<file path="config.mk">
export PLATFORM = sky130hd
export DESIGN_NAME = core_ctrl_top
export DESIGN_NICKNAME = d
export VERILOG_FILES = /design/src/source/core_ctrl_pkg.sv /design/src/source/core_ctrl_top.sv /design/src/source/ctrl_fsm.sv /design/src/source/cycle_counter.sv /design/src/source/csr_regs.sv /design/src/source/int_controller.sv
export SDC_FILE = /design/constraint.sdc
export NUM_CORES = 1
export LEC_CHECK = 0
export BUFFER_PORTS_ARGS = -buffer_cell sky130_fd_sc_hd__clkbuf_2
export CAP_MARGIN = 20
export CORE_AREA = 2 2 105 107
export DETAILED_ROUTE_END_ITERATION = 12
export DIE_AREA = 0 0 107 109
export MAX_ROUTING_LAYER = met4
export PLACE_DENSITY = 0.78
export SLEW_MARGIN = 15
export SYNTH_ARGS = -nofsm -noshare
export SYNTH_HDL_FRONTEND = slang
export SYNTH_SLANG_ARGS = --single-unit
</file>
<file path="constraint.sdc">
create_clock -name clk_i -period 8.1 [get_ports clk_i]
set_input_delay 2.43 -clock clk_i [delete_from_list [all_inputs] [get_ports clk_i]]
set_output_delay 2.43 -clock clk_i [all_outputs]
set_load 0.02 [all_outputs]
</file>
<file path="src/source/core_ctrl_pkg.sv">
package core_ctrl_pkg;

  ////////////////////////////////////////////////////////////
  // Widths
  ////////////////////////////////////////////////////////////

  localparam int CSR_ADDR_W = 12;
  localparam int CSR_DATA_W = 32;
  localparam int IRQ_W      = 32;
  localparam int IRQ_ID_W   = 5;
  localparam int MCYCLE_W   = 64;

  // Machine CSR address and data word
  typedef logic [CSR_ADDR_W-1:0] csr_addr_t;
  typedef logic [CSR_DATA_W-1:0] csr_data_t;

  // One bit per interrupt line, as in mie and mip
  typedef logic [IRQ_W-1:0]      irq_vec_t;
  typedef logic [IRQ_ID_W-1:0]   irq_id_t;

  // Full machine cycle count
  typedef logic [MCYCLE_W-1:0]   mcycle_t;

  ////////////////////////////////////////////////////////////
  // CSR map
  ////////////////////////////////////////////////////////////

  localparam csr_addr_t CSR_MSTATUS = 12'h300;
  localparam csr_addr_t CSR_MIE     = 12'h304;
  localparam csr_addr_t CSR_MIP     = 12'h344;
  localparam csr_addr_t CSR_MCYCLE  = 12'hB00;
  localparam csr_addr_t CSR_MCYCLEH = 12'hB80;

  // Global machine interrupt enable inside mstatus
  localparam int MSTATUS_MIE_BIT = 3;

  ////////////////////////////////////////////////////////////
  // Interrupt lines
  ////////////////////////////////////////////////////////////

  // Software, timer, external and the 16 fast lines
  localparam irq_vec_t IRQ_MASK = 32'hFFFF_0888;

  localparam irq_id_t IRQ_ID_MSI = 5'd3;
  localparam irq_id_t IRQ_ID_MTI = 5'd7;
  localparam irq_id_t IRQ_ID_MEI = 5'd11;

  // Range of the fast lines
  localparam int IRQ_FAST_LO = 16;
  localparam int IRQ_FAST_HI = 31;

  // Controller states
  typedef enum logic [1:0] {
    CTRL_BOOT_WAIT = 2'd0,
    CTRL_RUN       = 2'd1,
    CTRL_IRQ_TAKEN = 2'd2,
    CTRL_SLEEP     = 2'd3
  } ctrl_state_e;

endpackage
</file>
<file path="src/source/core_ctrl_top.sv">
`timescale 1ns/1ps

module core_ctrl_top (
  input  logic                     clk_i,
  input  logic                     arst_n_i,

  // Core control
  input  logic                     fetch_enable_i,
  input  logic                     wfi_i,

  // Interrupt lines
  input  core_ctrl_pkg::irq_vec_t  irq_i,

  // CSR access port
  input  logic                     csr_we_i,
  input  core_ctrl_pkg::csr_addr_t csr_addr_i,
  input  core_ctrl_pkg::csr_data_t csr_wdata_i,
  output core_ctrl_pkg::csr_data_t csr_rdata_o,

  // Interrupt acknowledge and status
  output logic                     irq_ack_o,
  output core_ctrl_pkg::irq_id_t   irq_id_o,
  output logic                     core_sleep_o
);

  import core_ctrl_pkg::*;

  // Interrupt controller to FSM
  logic     irq_req;
  logic     irq_wu;
  irq_id_t  irq_id_winner;

  // Between interrupt controller and CSRs
  irq_vec_t mip;
  irq_vec_t mie;
  logic     mstatus_mie;

  // Counter path
  logic     count_en;
  mcycle_t  mcycle;

  ////////////////////////////////////////////////////////////
  // Interrupt controller
  ////////////////////////////////////////////////////////////

  int_controller int_controller_i (
    .clk_i         ( clk_i         ),
    .arst_n_i      ( arst_n_i      ),
    .irq_i         ( irq_i         ),
    .mie_i         ( mie           ),
    .mstatus_mie_i ( mstatus_mie   ),
    .mip_o         ( mip           ),
    .irq_req_o     ( irq_req       ),
    .irq_wu_o      ( irq_wu        ),
    .irq_id_o      ( irq_id_winner )
  );

  ////////////////////////////////////////////////////////////
  // CSRs and cycle counter
  ////////////////////////////////////////////////////////////

  // Acknowledge doubles as the taken pulse
  csr_regs csr_regs_i (
    .clk_i         ( clk_i       ),
    .arst_n_i      ( arst_n_i    ),
    .csr_we_i      ( csr_we_i    ),
    .csr_addr_i    ( csr_addr_i  ),
    .csr_wdata_i   ( csr_wdata_i ),
    .csr_rdata_o   ( csr_rdata_o ),
    .irq_taken_i   ( irq_ack_o   ),
    .mip_i         ( mip         ),
    .mcycle_i      ( mcycle      ),
    .mie_o         ( mie         ),
    .mstatus_mie_o ( mstatus_mie )
  );

  cycle_counter cycle_counter_i (
    .clk_i      ( clk_i    ),
    .arst_n_i   ( arst_n_i ),
    .count_en_i ( count_en ),
    .mcycle_o   ( mcycle   )
  );

  ////////////////////////////////////////////////////////////
  // Controller
  ////////////////////////////////////////////////////////////

  ctrl_fsm ctrl_fsm_i (
    .clk_i          ( clk_i          ),
    .arst_n_i       ( arst_n_i       ),
    .fetch_enable_i ( fetch_enable_i ),
    .wfi_i          ( wfi_i          ),
    .irq_req_i      ( irq_req        ),
    .irq_wu_i       ( irq_wu         ),
    .irq_id_i       ( irq_id_winner  ),
    .irq_ack_o      ( irq_ack_o      ),
    .irq_id_o       ( irq_id_o       ),
    .core_sleep_o   ( core_sleep_o   ),
    .count_en_o     ( count_en       )
  );

endmodule

</file>
<file path="src/source/ctrl_fsm.sv">
`timescale 1ns/1ps

module ctrl_fsm (
  input  logic                   clk_i,
  input  logic                   arst_n_i,

  // Start of execution after boot
  input  logic                   fetch_enable_i,

  // Decoded WFI, one-cycle strobe
  input  logic                   wfi_i,

  // From interrupt controller
  input  logic                   irq_req_i,
  input  logic                   irq_wu_i,
  input  core_ctrl_pkg::irq_id_t irq_id_i,

  // Interrupt acknowledge
  output logic                   irq_ack_o,
  output core_ctrl_pkg::irq_id_t irq_id_o,

  // Status
  output logic                   core_sleep_o,
  output logic                   count_en_o
);

  import core_ctrl_pkg::*;

  ctrl_state_e state_q;
  ctrl_state_e state_d;
  irq_id_t     irq_id_q;

  ////////////////////////////////////////////////////////////
  // Next state
  ////////////////////////////////////////////////////////////

  always_comb begin
    state_d = state_q;
    case (state_q)
      // Wait for fetch enable, ignored afterwards
      CTRL_BOOT_WAIT: begin
        if (fetch_enable_i) begin
          state_d = CTRL_RUN;
        end
      end
      // WFI wins over a pending request
      CTRL_RUN: begin
        if (wfi_i) begin
          state_d = CTRL_SLEEP;
        end else if (irq_req_i) begin
          state_d = CTRL_IRQ_TAKEN;
        end
      end
      // Single acknowledge cycle
      CTRL_IRQ_TAKEN: begin
        state_d = CTRL_RUN;
      end
      // Wake on any enabled pending line
      CTRL_SLEEP: begin
        if (irq_wu_i) begin
          state_d = CTRL_RUN;
        end
      end
      default: begin
        state_d = CTRL_BOOT_WAIT;
      end
    endcase
  end

  always_ff @(posedge clk_i or negedge arst_n_i) begin
    if (!arst_n_i) begin
      state_q <= CTRL_BOOT_WAIT;
    end else begin
      state_q <= state_d;
    end
  end

  // Capture the winner on entry into the acknowledge state
  always_ff @(posedge clk_i) begin
    if ((state_q == CTRL_RUN) && (state_d == CTRL_IRQ_TAKEN)) begin
      irq_id_q <= irq_id_i;
    end
  end

  ////////////////////////////////////////////////////////////
  // Outputs
  ////////////////////////////////////////////////////////////

  assign irq_ack_o    = (state_q == CTRL_IRQ_TAKEN);
  assign irq_id_o     = irq_id_q;
  assign core_sleep_o = (state_q == CTRL_SLEEP);

  // Count only while running or taking an interrupt
  assign count_en_o   = (state_q == CTRL_RUN) || (state_q == CTRL_IRQ_TAKEN);

endmodule

</file>
<file path="src/source/cycle_counter.sv">
`timescale 1ns/1ps

module cycle_counter (
  input  logic                   clk_i,
  input  logic                   arst_n_i,

  // High while the core is active
  input  logic                   count_en_i,

  // Machine cycle count
  output core_ctrl_pkg::mcycle_t mcycle_o
);

  import core_ctrl_pkg::*;

  mcycle_t mcycle_q;

  // Halts in boot wait and in sleep
  always_ff @(posedge clk_i or negedge arst_n_i) begin
    if (!arst_n_i) begin
      mcycle_q <= '0;
    end else if (count_en_i) begin
      mcycle_q <= mcycle_q + mcycle_t'(1);
    end
  end

  assign mcycle_o = mcycle_q;

endmodule

</file>
<file path="src/source/csr_regs.sv">
`timescale 1ns/1ps

module csr_regs (
  input  logic                     clk_i,
  input  logic                     arst_n_i,

  // CSR access port
  input  logic                     csr_we_i,
  input  core_ctrl_pkg::csr_addr_t csr_addr_i,
  input  core_ctrl_pkg::csr_data_t csr_wdata_i,
  output core_ctrl_pkg::csr_data_t csr_rdata_o,

  // Acknowledge from the controller
  input  logic                     irq_taken_i,

  // Status sources
  input  core_ctrl_pkg::irq_vec_t  mip_i,
  input  core_ctrl_pkg::mcycle_t   mcycle_i,

  // To interrupt controller
  output core_ctrl_pkg::irq_vec_t  mie_o,
  output logic                     mstatus_mie_o
);

  import core_ctrl_pkg::*;

  irq_vec_t mie_q;
  logic     mstatus_mie_q;

  ////////////////////////////////////////////////////////////
  // Writes
  ////////////////////////////////////////////////////////////

  // Only supported lines can be enabled
  always_ff @(posedge clk_i or negedge arst_n_i) begin
    if (!arst_n_i) begin
      mie_q <= '0;
    end else if (csr_we_i && (csr_addr_i == CSR_MIE)) begin
      mie_q <= csr_wdata_i & IRQ_MASK;
    end
  end

  // Taking an interrupt clears MIE over a software write
  always_ff @(posedge clk_i or negedge arst_n_i) begin
    if (!arst_n_i) begin
      mstatus_mie_q <= 1'b0;
    end else if (irq_taken_i) begin
      mstatus_mie_q <= 1'b0;
    end else if (csr_we_i && (csr_addr_i == CSR_MSTATUS)) begin
      mstatus_mie_q <= csr_wdata_i[MSTATUS_MIE_BIT];
    end
  end

  assign mie_o         = mie_q;
  assign mstatus_mie_o = mstatus_mie_q;

  ////////////////////////////////////////////////////////////
  // Read mux
  ////////////////////////////////////////////////////////////

  // Same-cycle read of the addressed CSR
  always_comb begin
    csr_rdata_o = '0;
    case (csr_addr_i)
      CSR_MSTATUS: begin
        csr_rdata_o[MSTATUS_MIE_BIT] = mstatus_mie_q;
      end
      CSR_MIE: begin
        csr_rdata_o = mie_q;
      end
      // mip is masked at the source
      CSR_MIP: begin
        csr_rdata_o = mip_i;
      end
      CSR_MCYCLE: begin
        csr_rdata_o = mcycle_i[CSR_DATA_W-1:0];
      end
      CSR_MCYCLEH: begin
        csr_rdata_o = mcycle_i[MCYCLE_W-1:CSR_DATA_W];
      end
      // Unknown addresses read zero
      default: begin
        csr_rdata_o = '0;
      end
    endcase
  end

endmodule

</file>
<file path="src/source/int_controller.sv">
`timescale 1ns/1ps

module int_controller (
  input  logic                    clk_i,
  input  logic                    arst_n_i,

  // External interrupt lines, level sensitive
  input  core_ctrl_pkg::irq_vec_t irq_i,

  // From CSR block
  input  core_ctrl_pkg::irq_vec_t mie_i,
  input  logic                    mstatus_mie_i,

  // To CSR block
  output core_ctrl_pkg::irq_vec_t mip_o,

  // To controller FSM
  output logic                    irq_req_o,
  output logic                    irq_wu_o,
  output core_ctrl_pkg::irq_id_t  irq_id_o
);

  import core_ctrl_pkg::*;

  irq_vec_t mip_q;
  irq_vec_t irq_pending;

  // Sample the lines, unsupported ones never reach mip
  always_ff @(posedge clk_i or negedge arst_n_i) begin
    if (!arst_n_i) begin
      mip_q <= '0;
    end else begin
      mip_q <= irq_i & IRQ_MASK;
    end
  end

  assign mip_o       = mip_q;

  // Pending and locally enabled
  assign irq_pending = mip_q & mie_i;

  // Wake-up ignores the global enable
  assign irq_wu_o    = |irq_pending;
  assign irq_req_o   = irq_wu_o & mstatus_mie_i;

  // Fixed priority, lowest first so the last hit wins
  // Order is timer, software, external, then fast lines
  always_comb begin
    irq_id_o = '0;
    if (irq_pending[IRQ_ID_MTI]) begin
      irq_id_o = IRQ_ID_MTI;
    end
    if (irq_pending[IRQ_ID_MSI]) begin
      irq_id_o = IRQ_ID_MSI;
    end
    if (irq_pending[IRQ_ID_MEI]) begin
      irq_id_o = IRQ_ID_MEI;
    end
    // Higher fast index wins
    for (int i = IRQ_FAST_LO; i <= IRQ_FAST_HI; i++) begin
      if (irq_pending[i]) begin
        irq_id_o = irq_id_t'(i);
      end
    end
  end

endmodule

</file>
==> results.sh, run 1 <==
export IMPL_fill_cells=870
export IMPL_synth_async_reset_ratio_pct=95.45
export IMPL_fmax_mhz=140.5
export IMPL_skew_ns=0.008208
export IMPL_synth_mux_area_share_pct=13.95
export IMPL_powerDensity_mw_per_mm2=179.7
export IMPL_fin_nets=691
export IMPL_cts_setup_buffers=0
export IMPL_routedWlPerCell_um=17.52
export IMPL_tightest_slew_ns=1.092
export IMPL_synthFlopType="dfrtp_1"
export IMPL_period_minus_slack_ns=7.120
export IMPL_clock_sinks=110
export IMPL_dieArea_mm2=0.01166
export IMPL_grt_max_degree=81
export IMPL_hold_viol=0
export IMPL_drt_first_pass_iters=4
export IMPL_synth_top_area_share_pct=46.80
export IMPL_yosys_area_share_adder_pct=1.114
export IMPL_start_util_pct=52.95
export IMPL_syn_area_per_cell_um2=10.94
export IMPL_place_gp_congestion=0.8840
export IMPL_overflow=0
export IMPL_syn_cell_area_mm2=0.005614
export IMPL_cp_max_fo=19
export IMPL_synthSimpleGateAreaFrac_pct=17.12
export IMPL_period_share_pct=87.90
export IMPL_outcome="complete, no violations"
export IMPL_syn_nets=599
export IMPL_drive_gt1_share_pct=23.61
export IMPL_postRouteAntennaNets=0
export IMPL_row_count=38
export IMPL_drc=0
export IMPL_area_growth_pct=15.15
export IMPL_postLayoutCoreUtil_pct=60.97
export IMPL_synth_compound_area_share_pct=6.552
export IMPL_num_io_pins=120
export IMPL_drv_cap=0
export IMPL_coreArea_mm2=0.01060
export IMPL_yosysSeqAreaShare_pct=49.48
export IMPL_clk_pin_slew_worst_paths_ns=0.10
export IMPL_die_h_um=109
export IMPL_slew_viol_final=0
export IMPL_grt_setup_unrepaired="false"
export IMPL_yosys_top_cells_area="dfrtp_1, mux2i_1, xnor2_1"
export IMPL_synth_top_family_by_area="simple AND/OR/NAND/NOR gates"
export IMPL_synth_area_leader_cell="dfrtp_1"
export IMPL_cts_buffers_inserted=9
export IMPL_layout_commonest_cell="dfrtp_1"
export IMPL_io_buffers=93
export IMPL_synth_warnings=0
export IMPL_synth_edff_count=5
export IMPL_clkLatencyLatePin_ns=0.39
export IMPL_synth_seq_cells=110
export IMPL_synth_cells=513
export IMPL_htree_levels=3
export IMPL_grt_usage_pct=24.69
export IMPL_reg2reg_slack_ns=4.92
export IMPL_cts_hold_buf=0
export IMPL_tns_ns=0
export IMPL_antenna_found_initial=0
export IMPL_required_ns=5.67
export IMPL_cts_resized=0
export IMPL_layout_common_cells="dfrtp_1, clkbuf_2, mux2i_1, nor2_1, nand2_1"
export IMPL_critPathLaunchType="input port"
export IMPL_avgViaCountPerCell=5.805
export IMPL_multiInputGateArea_mm2=0.002726
export IMPL_setup_viol=0
export IMPL_n_antenna_cell=0
export IMPL_fp_dieW_um=107
export IMPL_seq_area_mm2=0.002778
export IMPL_cts_tree="done"
export IMPL_synthXorXnorAreaFrac_pct=9.828
export IMPL_startpoint="csr_addr_i[1]"
export IMPL_cp_arrival_ns=4.69
export IMPL_drt_iter0_drc=312
export IMPL_ir_drop_mv=0.1465
export IMPL_grt_pass1_vias=4303
export IMPL_worstHoldStart="cycle_counter_i.mcycle_o[63]$_DFFE_PN0P_"
export IMPL_max_slew_margin_rel_pct=27.23
export IMPL_endpoint_kind="primary output"
export IMPL_r2r_start="ctrl_fsm_i.state_q[1]$_DFF_PN0_"
export IMPL_dpl_hpwl_um=9749
export IMPL_ys_types=50
export IMPL_grt_pass1_wl_um=21570
export IMPL_crit_type="in -> out"
export IMPL_finalWirelength_um=13140
export IMPL_min_path_type="reg -> reg"
export IMPL_vias=4354
export IMPL_cts_root_buf="clkbuf_8"
export IMPL_clk_path_buf_depth=2
export IMPL_p_leak_uw=0.003147
## per-stage QoR
stage	std cells	power (µW)	hold WS, ns	instance area (µm²)	worst slack [ns]
6_report	750	1162	0.4834	6465	0.9802
5_1_grt	750	1213	0.4952	6465	0.8155
4_1_cts	748	1164	0.4792	6430	0.9517
3_5_place_dp	732	788.6	0.4614	6200	0.9585
3_3_place_gp	732	779.9	0.4618	6200	0.9740
2_1_floorplan	513	730.6	0.4414	5614	1.574
## layer usage
layer / global-route usage, % / vias up / wire, µm
li1: - / 2043 / -
met5: - / - / 0
met3: 4.423 / 19 / 551
met2: 39.63 / 126 / 6454
met1: 31.57 / 2166 / 5888
met4: 9.369 / 0 / 248
## worst max-delay path: stages
cell and delay (ns):
clkbuf_2 0.08, or4_4 0.53, nor4_1 0.42, nand2_1 0.41, buf_4 0.33, o221ai_1 0.26, clkbuf_2 0.23
## cells in the mapped netlist, drive strengths merged (4+ instances only)
master  number
nand2       44
xor2        30
dfrtp      105
clkbuf      10
nor3        16
ha           5
o22ai       18
edfxtp       5
buf          7
inv          8
mux2        20
nand3       27
a22oi        5
mux2i       52
nor4         7
and3         9
nor2        47
xnor2       33
a22o         4
nand4       24
## power breakdown
part           internal [µW]  total [µW]  switching (µW)
registers                582         620            38.6
logic                   73.6         160            86.3
clock network            185         382             197
total                    840        1160             322
## registers in the layout, indices dropped and copies added, names as in the netlist
name                      flops
csr_regs_i.mie_o             19
csr_regs_i.mstatus_mie_o      1
ctrl_fsm_i.irq_id_o           5
ctrl_fsm_i.state_q            2
cycle_counter_i.mcycle_o     64
int_controller_i.mip_o       19
## worst paths after layout
check / cells past startpoint / endpoint
setup reg to reg: 7 / cycle_counter_i.mcycle_o[58]$_DFFE_PN0P_
min in group asynchronous: 1 / csr_regs_i.mie_o[27]$_DFFE_PN0P_
setup / recovery: 7 / csr_rdata_o[3]
hold reg to reg: 1 / cycle_counter_i.mcycle_o[63]$_DFFE_PN0P_
max in group asynchronous: 3 / cycle_counter_i.mcycle_o[10]$_DFFE_PN0P_
hold / removal: 1 / cycle_counter_i.mcycle_o[63]$_DFFE_PN0P_
## final cells by class
type,count,area share (%)
flip-flops and latches,110,42.96
multi-input cells,378,42.17
repair buffers,98,8.129
well taps,140,2.710
clock buffers,10,2.129
clock inverters,6,1.432
inverters,8,0.4645
## cells by family (layout without fill, tap and decap cells)
family | after synthesis | count (layout)
fa+ha+maj | 5 | 5
mux | 72 | 72
simple gates | 188 | 188
buf+inv | 25 | 122
flops | 110 | 110
compound gates | 50 | 50
xor+xnor | 63 | 63
No activity file was read; power rests on OpenSTA's default activity.
==> run 2: changes to the inputs <==
--- a/config.mk
+++ b/config.mk
@@ -7,11 +7,13 @@
 export LEC_CHECK = 0
 export BUFFER_PORTS_ARGS = -buffer_cell sky130_fd_sc_hd__clkbuf_2
 export CAP_MARGIN = 20
-export CORE_AREA = 2 2 105 107
+export CELL_PAD_IN_SITES_DETAIL_PLACEMENT = 0
+export CELL_PAD_IN_SITES_GLOBAL_PLACEMENT = 2
+export CORE_AREA = 2 2 125 127
 export DETAILED_ROUTE_END_ITERATION = 12
-export DIE_AREA = 0 0 107 109
+export DIE_AREA = 0 0 127 129
 export MAX_ROUTING_LAYER = met4
-export PLACE_DENSITY = 0.78
+export PLACE_DENSITY_LB_ADDON = 0.1
 export SLEW_MARGIN = 15
 export SYNTH_ARGS = -nofsm -noshare
 export SYNTH_HDL_FRONTEND = slang
==> run 2 against run 1 <==
Hold slack lost 0.0012 ns. Setup slack gained 0.039 ns. Die area grew 40%. Register-to-register slack lost 0.05 ns. Combinational power is essentially flat. Clock-buffer cell count grew 1. Maximum frequency grew 0.56%. Critical path depth is the same. Global-route usage shrank 5.7 points. First-iteration DRC count shrank 41%. Non-clock buffer count grew 1.
==> results.sh, run 2 (same netlist as run 1, synthesis figures left out) <==
export IMPL_outcome="complete, no violations"
export IMPL_drive_gt1_share_pct=23.61
export IMPL_period_share_pct=87.41
export IMPL_switching_share_pct=26.25
export IMPL_cts_resized=0
export IMPL_grt_max_degree=55
export IMPL_cp_max_fo=20
export IMPL_clkLatencyLatePin_ns=0.35
export IMPL_hold_viol=0
export IMPL_comb_power_share_pct=13.1
export IMPL_crit_top_cell="clkbuf_2"
export IMPL_period_minus_slack_ns=7.080
export IMPL_area_growth_pct=17.12
export IMPL_place_gp_congestion=0.8080
export IMPL_grt_setup_unrepaired="false"
export IMPL_required_ns=5.67
export IMPL_critPathLaunchType="input port"
export IMPL_drt_first_pass_iters=6
export IMPL_pwr_share_clk_pct=36.2
export IMPL_crit_end="csr_rdata_o[18]"
export IMPL_drc=0
export IMPL_tns_ns=0
export IMPL_p_leak_uw=0.003175
export IMPL_fp_dieW_um=127
export IMPL_clock_sinks=110
export IMPL_setup_viol=0
export IMPL_cp_arrival_ns=4.65
export IMPL_num_io_pins=120
export IMPL_tightest_slew_ns=1.042
export IMPL_layout_common_cells="dfrtp_1, clkbuf_2, mux2i_1, nor2_1, nand2_1"
export IMPL_final_area_mm2=0.006575
export IMPL_ir_drop_mv=0.09750
export IMPL_dp_slack_ns=1.014
export IMPL_drt_iter0_drc=184
export IMPL_io_buffers=93
export IMPL_crit_type="in -> out"
export IMPL_htree_levels=3
export IMPL_grt_pass1_vias=4247
export IMPL_avgViaCountPerCell=5.248
export IMPL_cts_setup_buffers=0
export IMPL_cts_buffers_inserted=9
export IMPL_slew_viol_final=0
export IMPL_dieArea_mm2=0.01638
export IMPL_finalWirelength_um=14360
export IMPL_reg2reg_slack_ns=4.87
export IMPL_fin_ws_ns=1.020
export IMPL_r2r_start="ctrl_fsm_i.state_q[0]$_DFF_PN0_"
export IMPL_max_slew_margin_rel_pct=29.98
export IMPL_overflow=0
export IMPL_postRouteAntennaNets=0
export IMPL_cts_tree="done"
export IMPL_clk_path_buf_depth=2
export IMPL_place_area_mm2=0.006275
export IMPL_coreArea_mm2=0.01498
export IMPL_p_seq_share_pct=50.8
export IMPL_skew_ns=0.01111
export IMPL_startpoint="csr_addr_i[1]"
export IMPL_intPower_uw=900.6
export IMPL_critPathMaxStageDelay_ns=0.52
export IMPL_p_switching_uw=320.6
export IMPL_dpl_hpwl_um=10850
export IMPL_drv_cap=0
export IMPL_clk_pin_slew_worst_paths_ns=0.06
export IMPL_fin_nets=692
export IMPL_routedWlPerCell_um=17.99
export IMPL_grt_usage_pct=19.04
export IMPL_critPathSlowestCell="or4_4"
export IMPL_min_path_type="reg -> reg"
export IMPL_fmax_mhz=141.2
export IMPL_powerDensity_mw_per_mm2=185.7
export IMPL_largest_reg_flops=64
export IMPL_start_util_pct=37.49
export IMPL_cts_hold_buf=0
export IMPL_path_cells="clkbuf_2, or4_4, nor4_1, nand2_1, buf_4, o22ai_1, clkbuf_2"
export IMPL_vias=4188
export IMPL_n_antenna_cell=0
export IMPL_layout_commonest_cell="dfrtp_1"
export IMPL_antenna_found_initial=0
export IMPL_regToRegEndpoint="cycle_counter_i.mcycle_o[58]$_DFFE_PN0P_"
export IMPL_cts_root_buf="clkbuf_16"
export IMPL_endpoint_kind="primary output"
export IMPL_r2r_cells=7
export IMPL_die_h_um=129
export IMPL_grt_pass1_wl_um=23270
export IMPL_row_count=45
export IMPL_fill_cells=1451
run 2: changes by cell type in the layout (fill, tap and decap cells not counted), sizes merged:
cell / delta
clkinv: -1
bufinv: -1
buf: +2
run 2: critical path: cells and delay by family:
family          cells  cell delay [ns]
simple gates        3             1.31
compound gates      1             0.26
buf+inv             3             0.63
run 2: final cells by class:
cell class,instances,area (µm²),area share (%)
Tap cell,188,235.2,3.578
Timing Repair Buffer,99,516.7,7.859
Clock buffer,11,242.7,3.692
Sequential cell,110,2778,42.25
Multi-Input combinational cell,378,2726,41.47
Clock inverter,4,46.29,0.7041
Inverter,8,30.03,0.4567
run 2: worst min path at each step:
stage,from,endpoint,slack (ns),cells after the start
floorplan,cycle_counter_i.mcycle_o[63]$_DFFE_PN0P_,cycle_counter_i.mcycle_o[63]$_DFFE_PN0P_,0.44,1
global placement,cycle_counter_i.mcycle_o[63]$_DFFE_PN0P_,cycle_counter_i.mcycle_o[63]$_DFFE_PN0P_,0.46,1
detailed placement,cycle_counter_i.mcycle_o[63]$_DFFE_PN0P_,cycle_counter_i.mcycle_o[63]$_DFFE_PN0P_,0.47,1
CTS,cycle_counter_i.mcycle_o[63]$_DFFE_PN0P_,cycle_counter_i.mcycle_o[63]$_DFFE_PN0P_,0.48,1
global route,cycle_counter_i.mcycle_o[63]$_DFFE_PN0P_,cycle_counter_i.mcycle_o[63]$_DFFE_PN0P_,0.50,1
finish,cycle_counter_i.mcycle_o[63]$_DFFE_PN0P_,cycle_counter_i.mcycle_o[63]$_DFFE_PN0P_,0.48,1
run 2: per-layer routing:
layer  global-route usage [%]  up-vias  share of wire [%]
li1                         -     2043                  -
met1                    24.68     2060                 48
met2                    30.87       75                 48
met3                    4.324       10                3.4
met4                    3.943        0                1.0
met5                        -        -                  0
run 2: power by group through the flow:
stage / combinational (µW) / clock (µW) / sequential, µW
2_1_floorplan: 110 / 0 / 621
3_3_place_gp: 160 / 0 / 630
3_5_place_dp: 162 / 0 / 630
4_1_cts: 163 / 458 / 619
5_1_grt: 184 / 479 / 625
6_report: 159 / 442 / 620
run 2: per-stage QoR:
step | std cells | utilization (%) | power (µW) | hold slack [ns]
after detailed placement | 782 | 41.90 | 791.7 | 0.4679
after global routing | 798 | 43.90 | 1287 | 0.4976
final | 798 | 43.90 | 1221 | 0.4821
after floorplan | 513 | - | 730.6 | 0.4414
after global placement | 782 | 41.90 | 789.4 | 0.4636
after CTS | 797 | 43.83 | 1240 | 0.4829
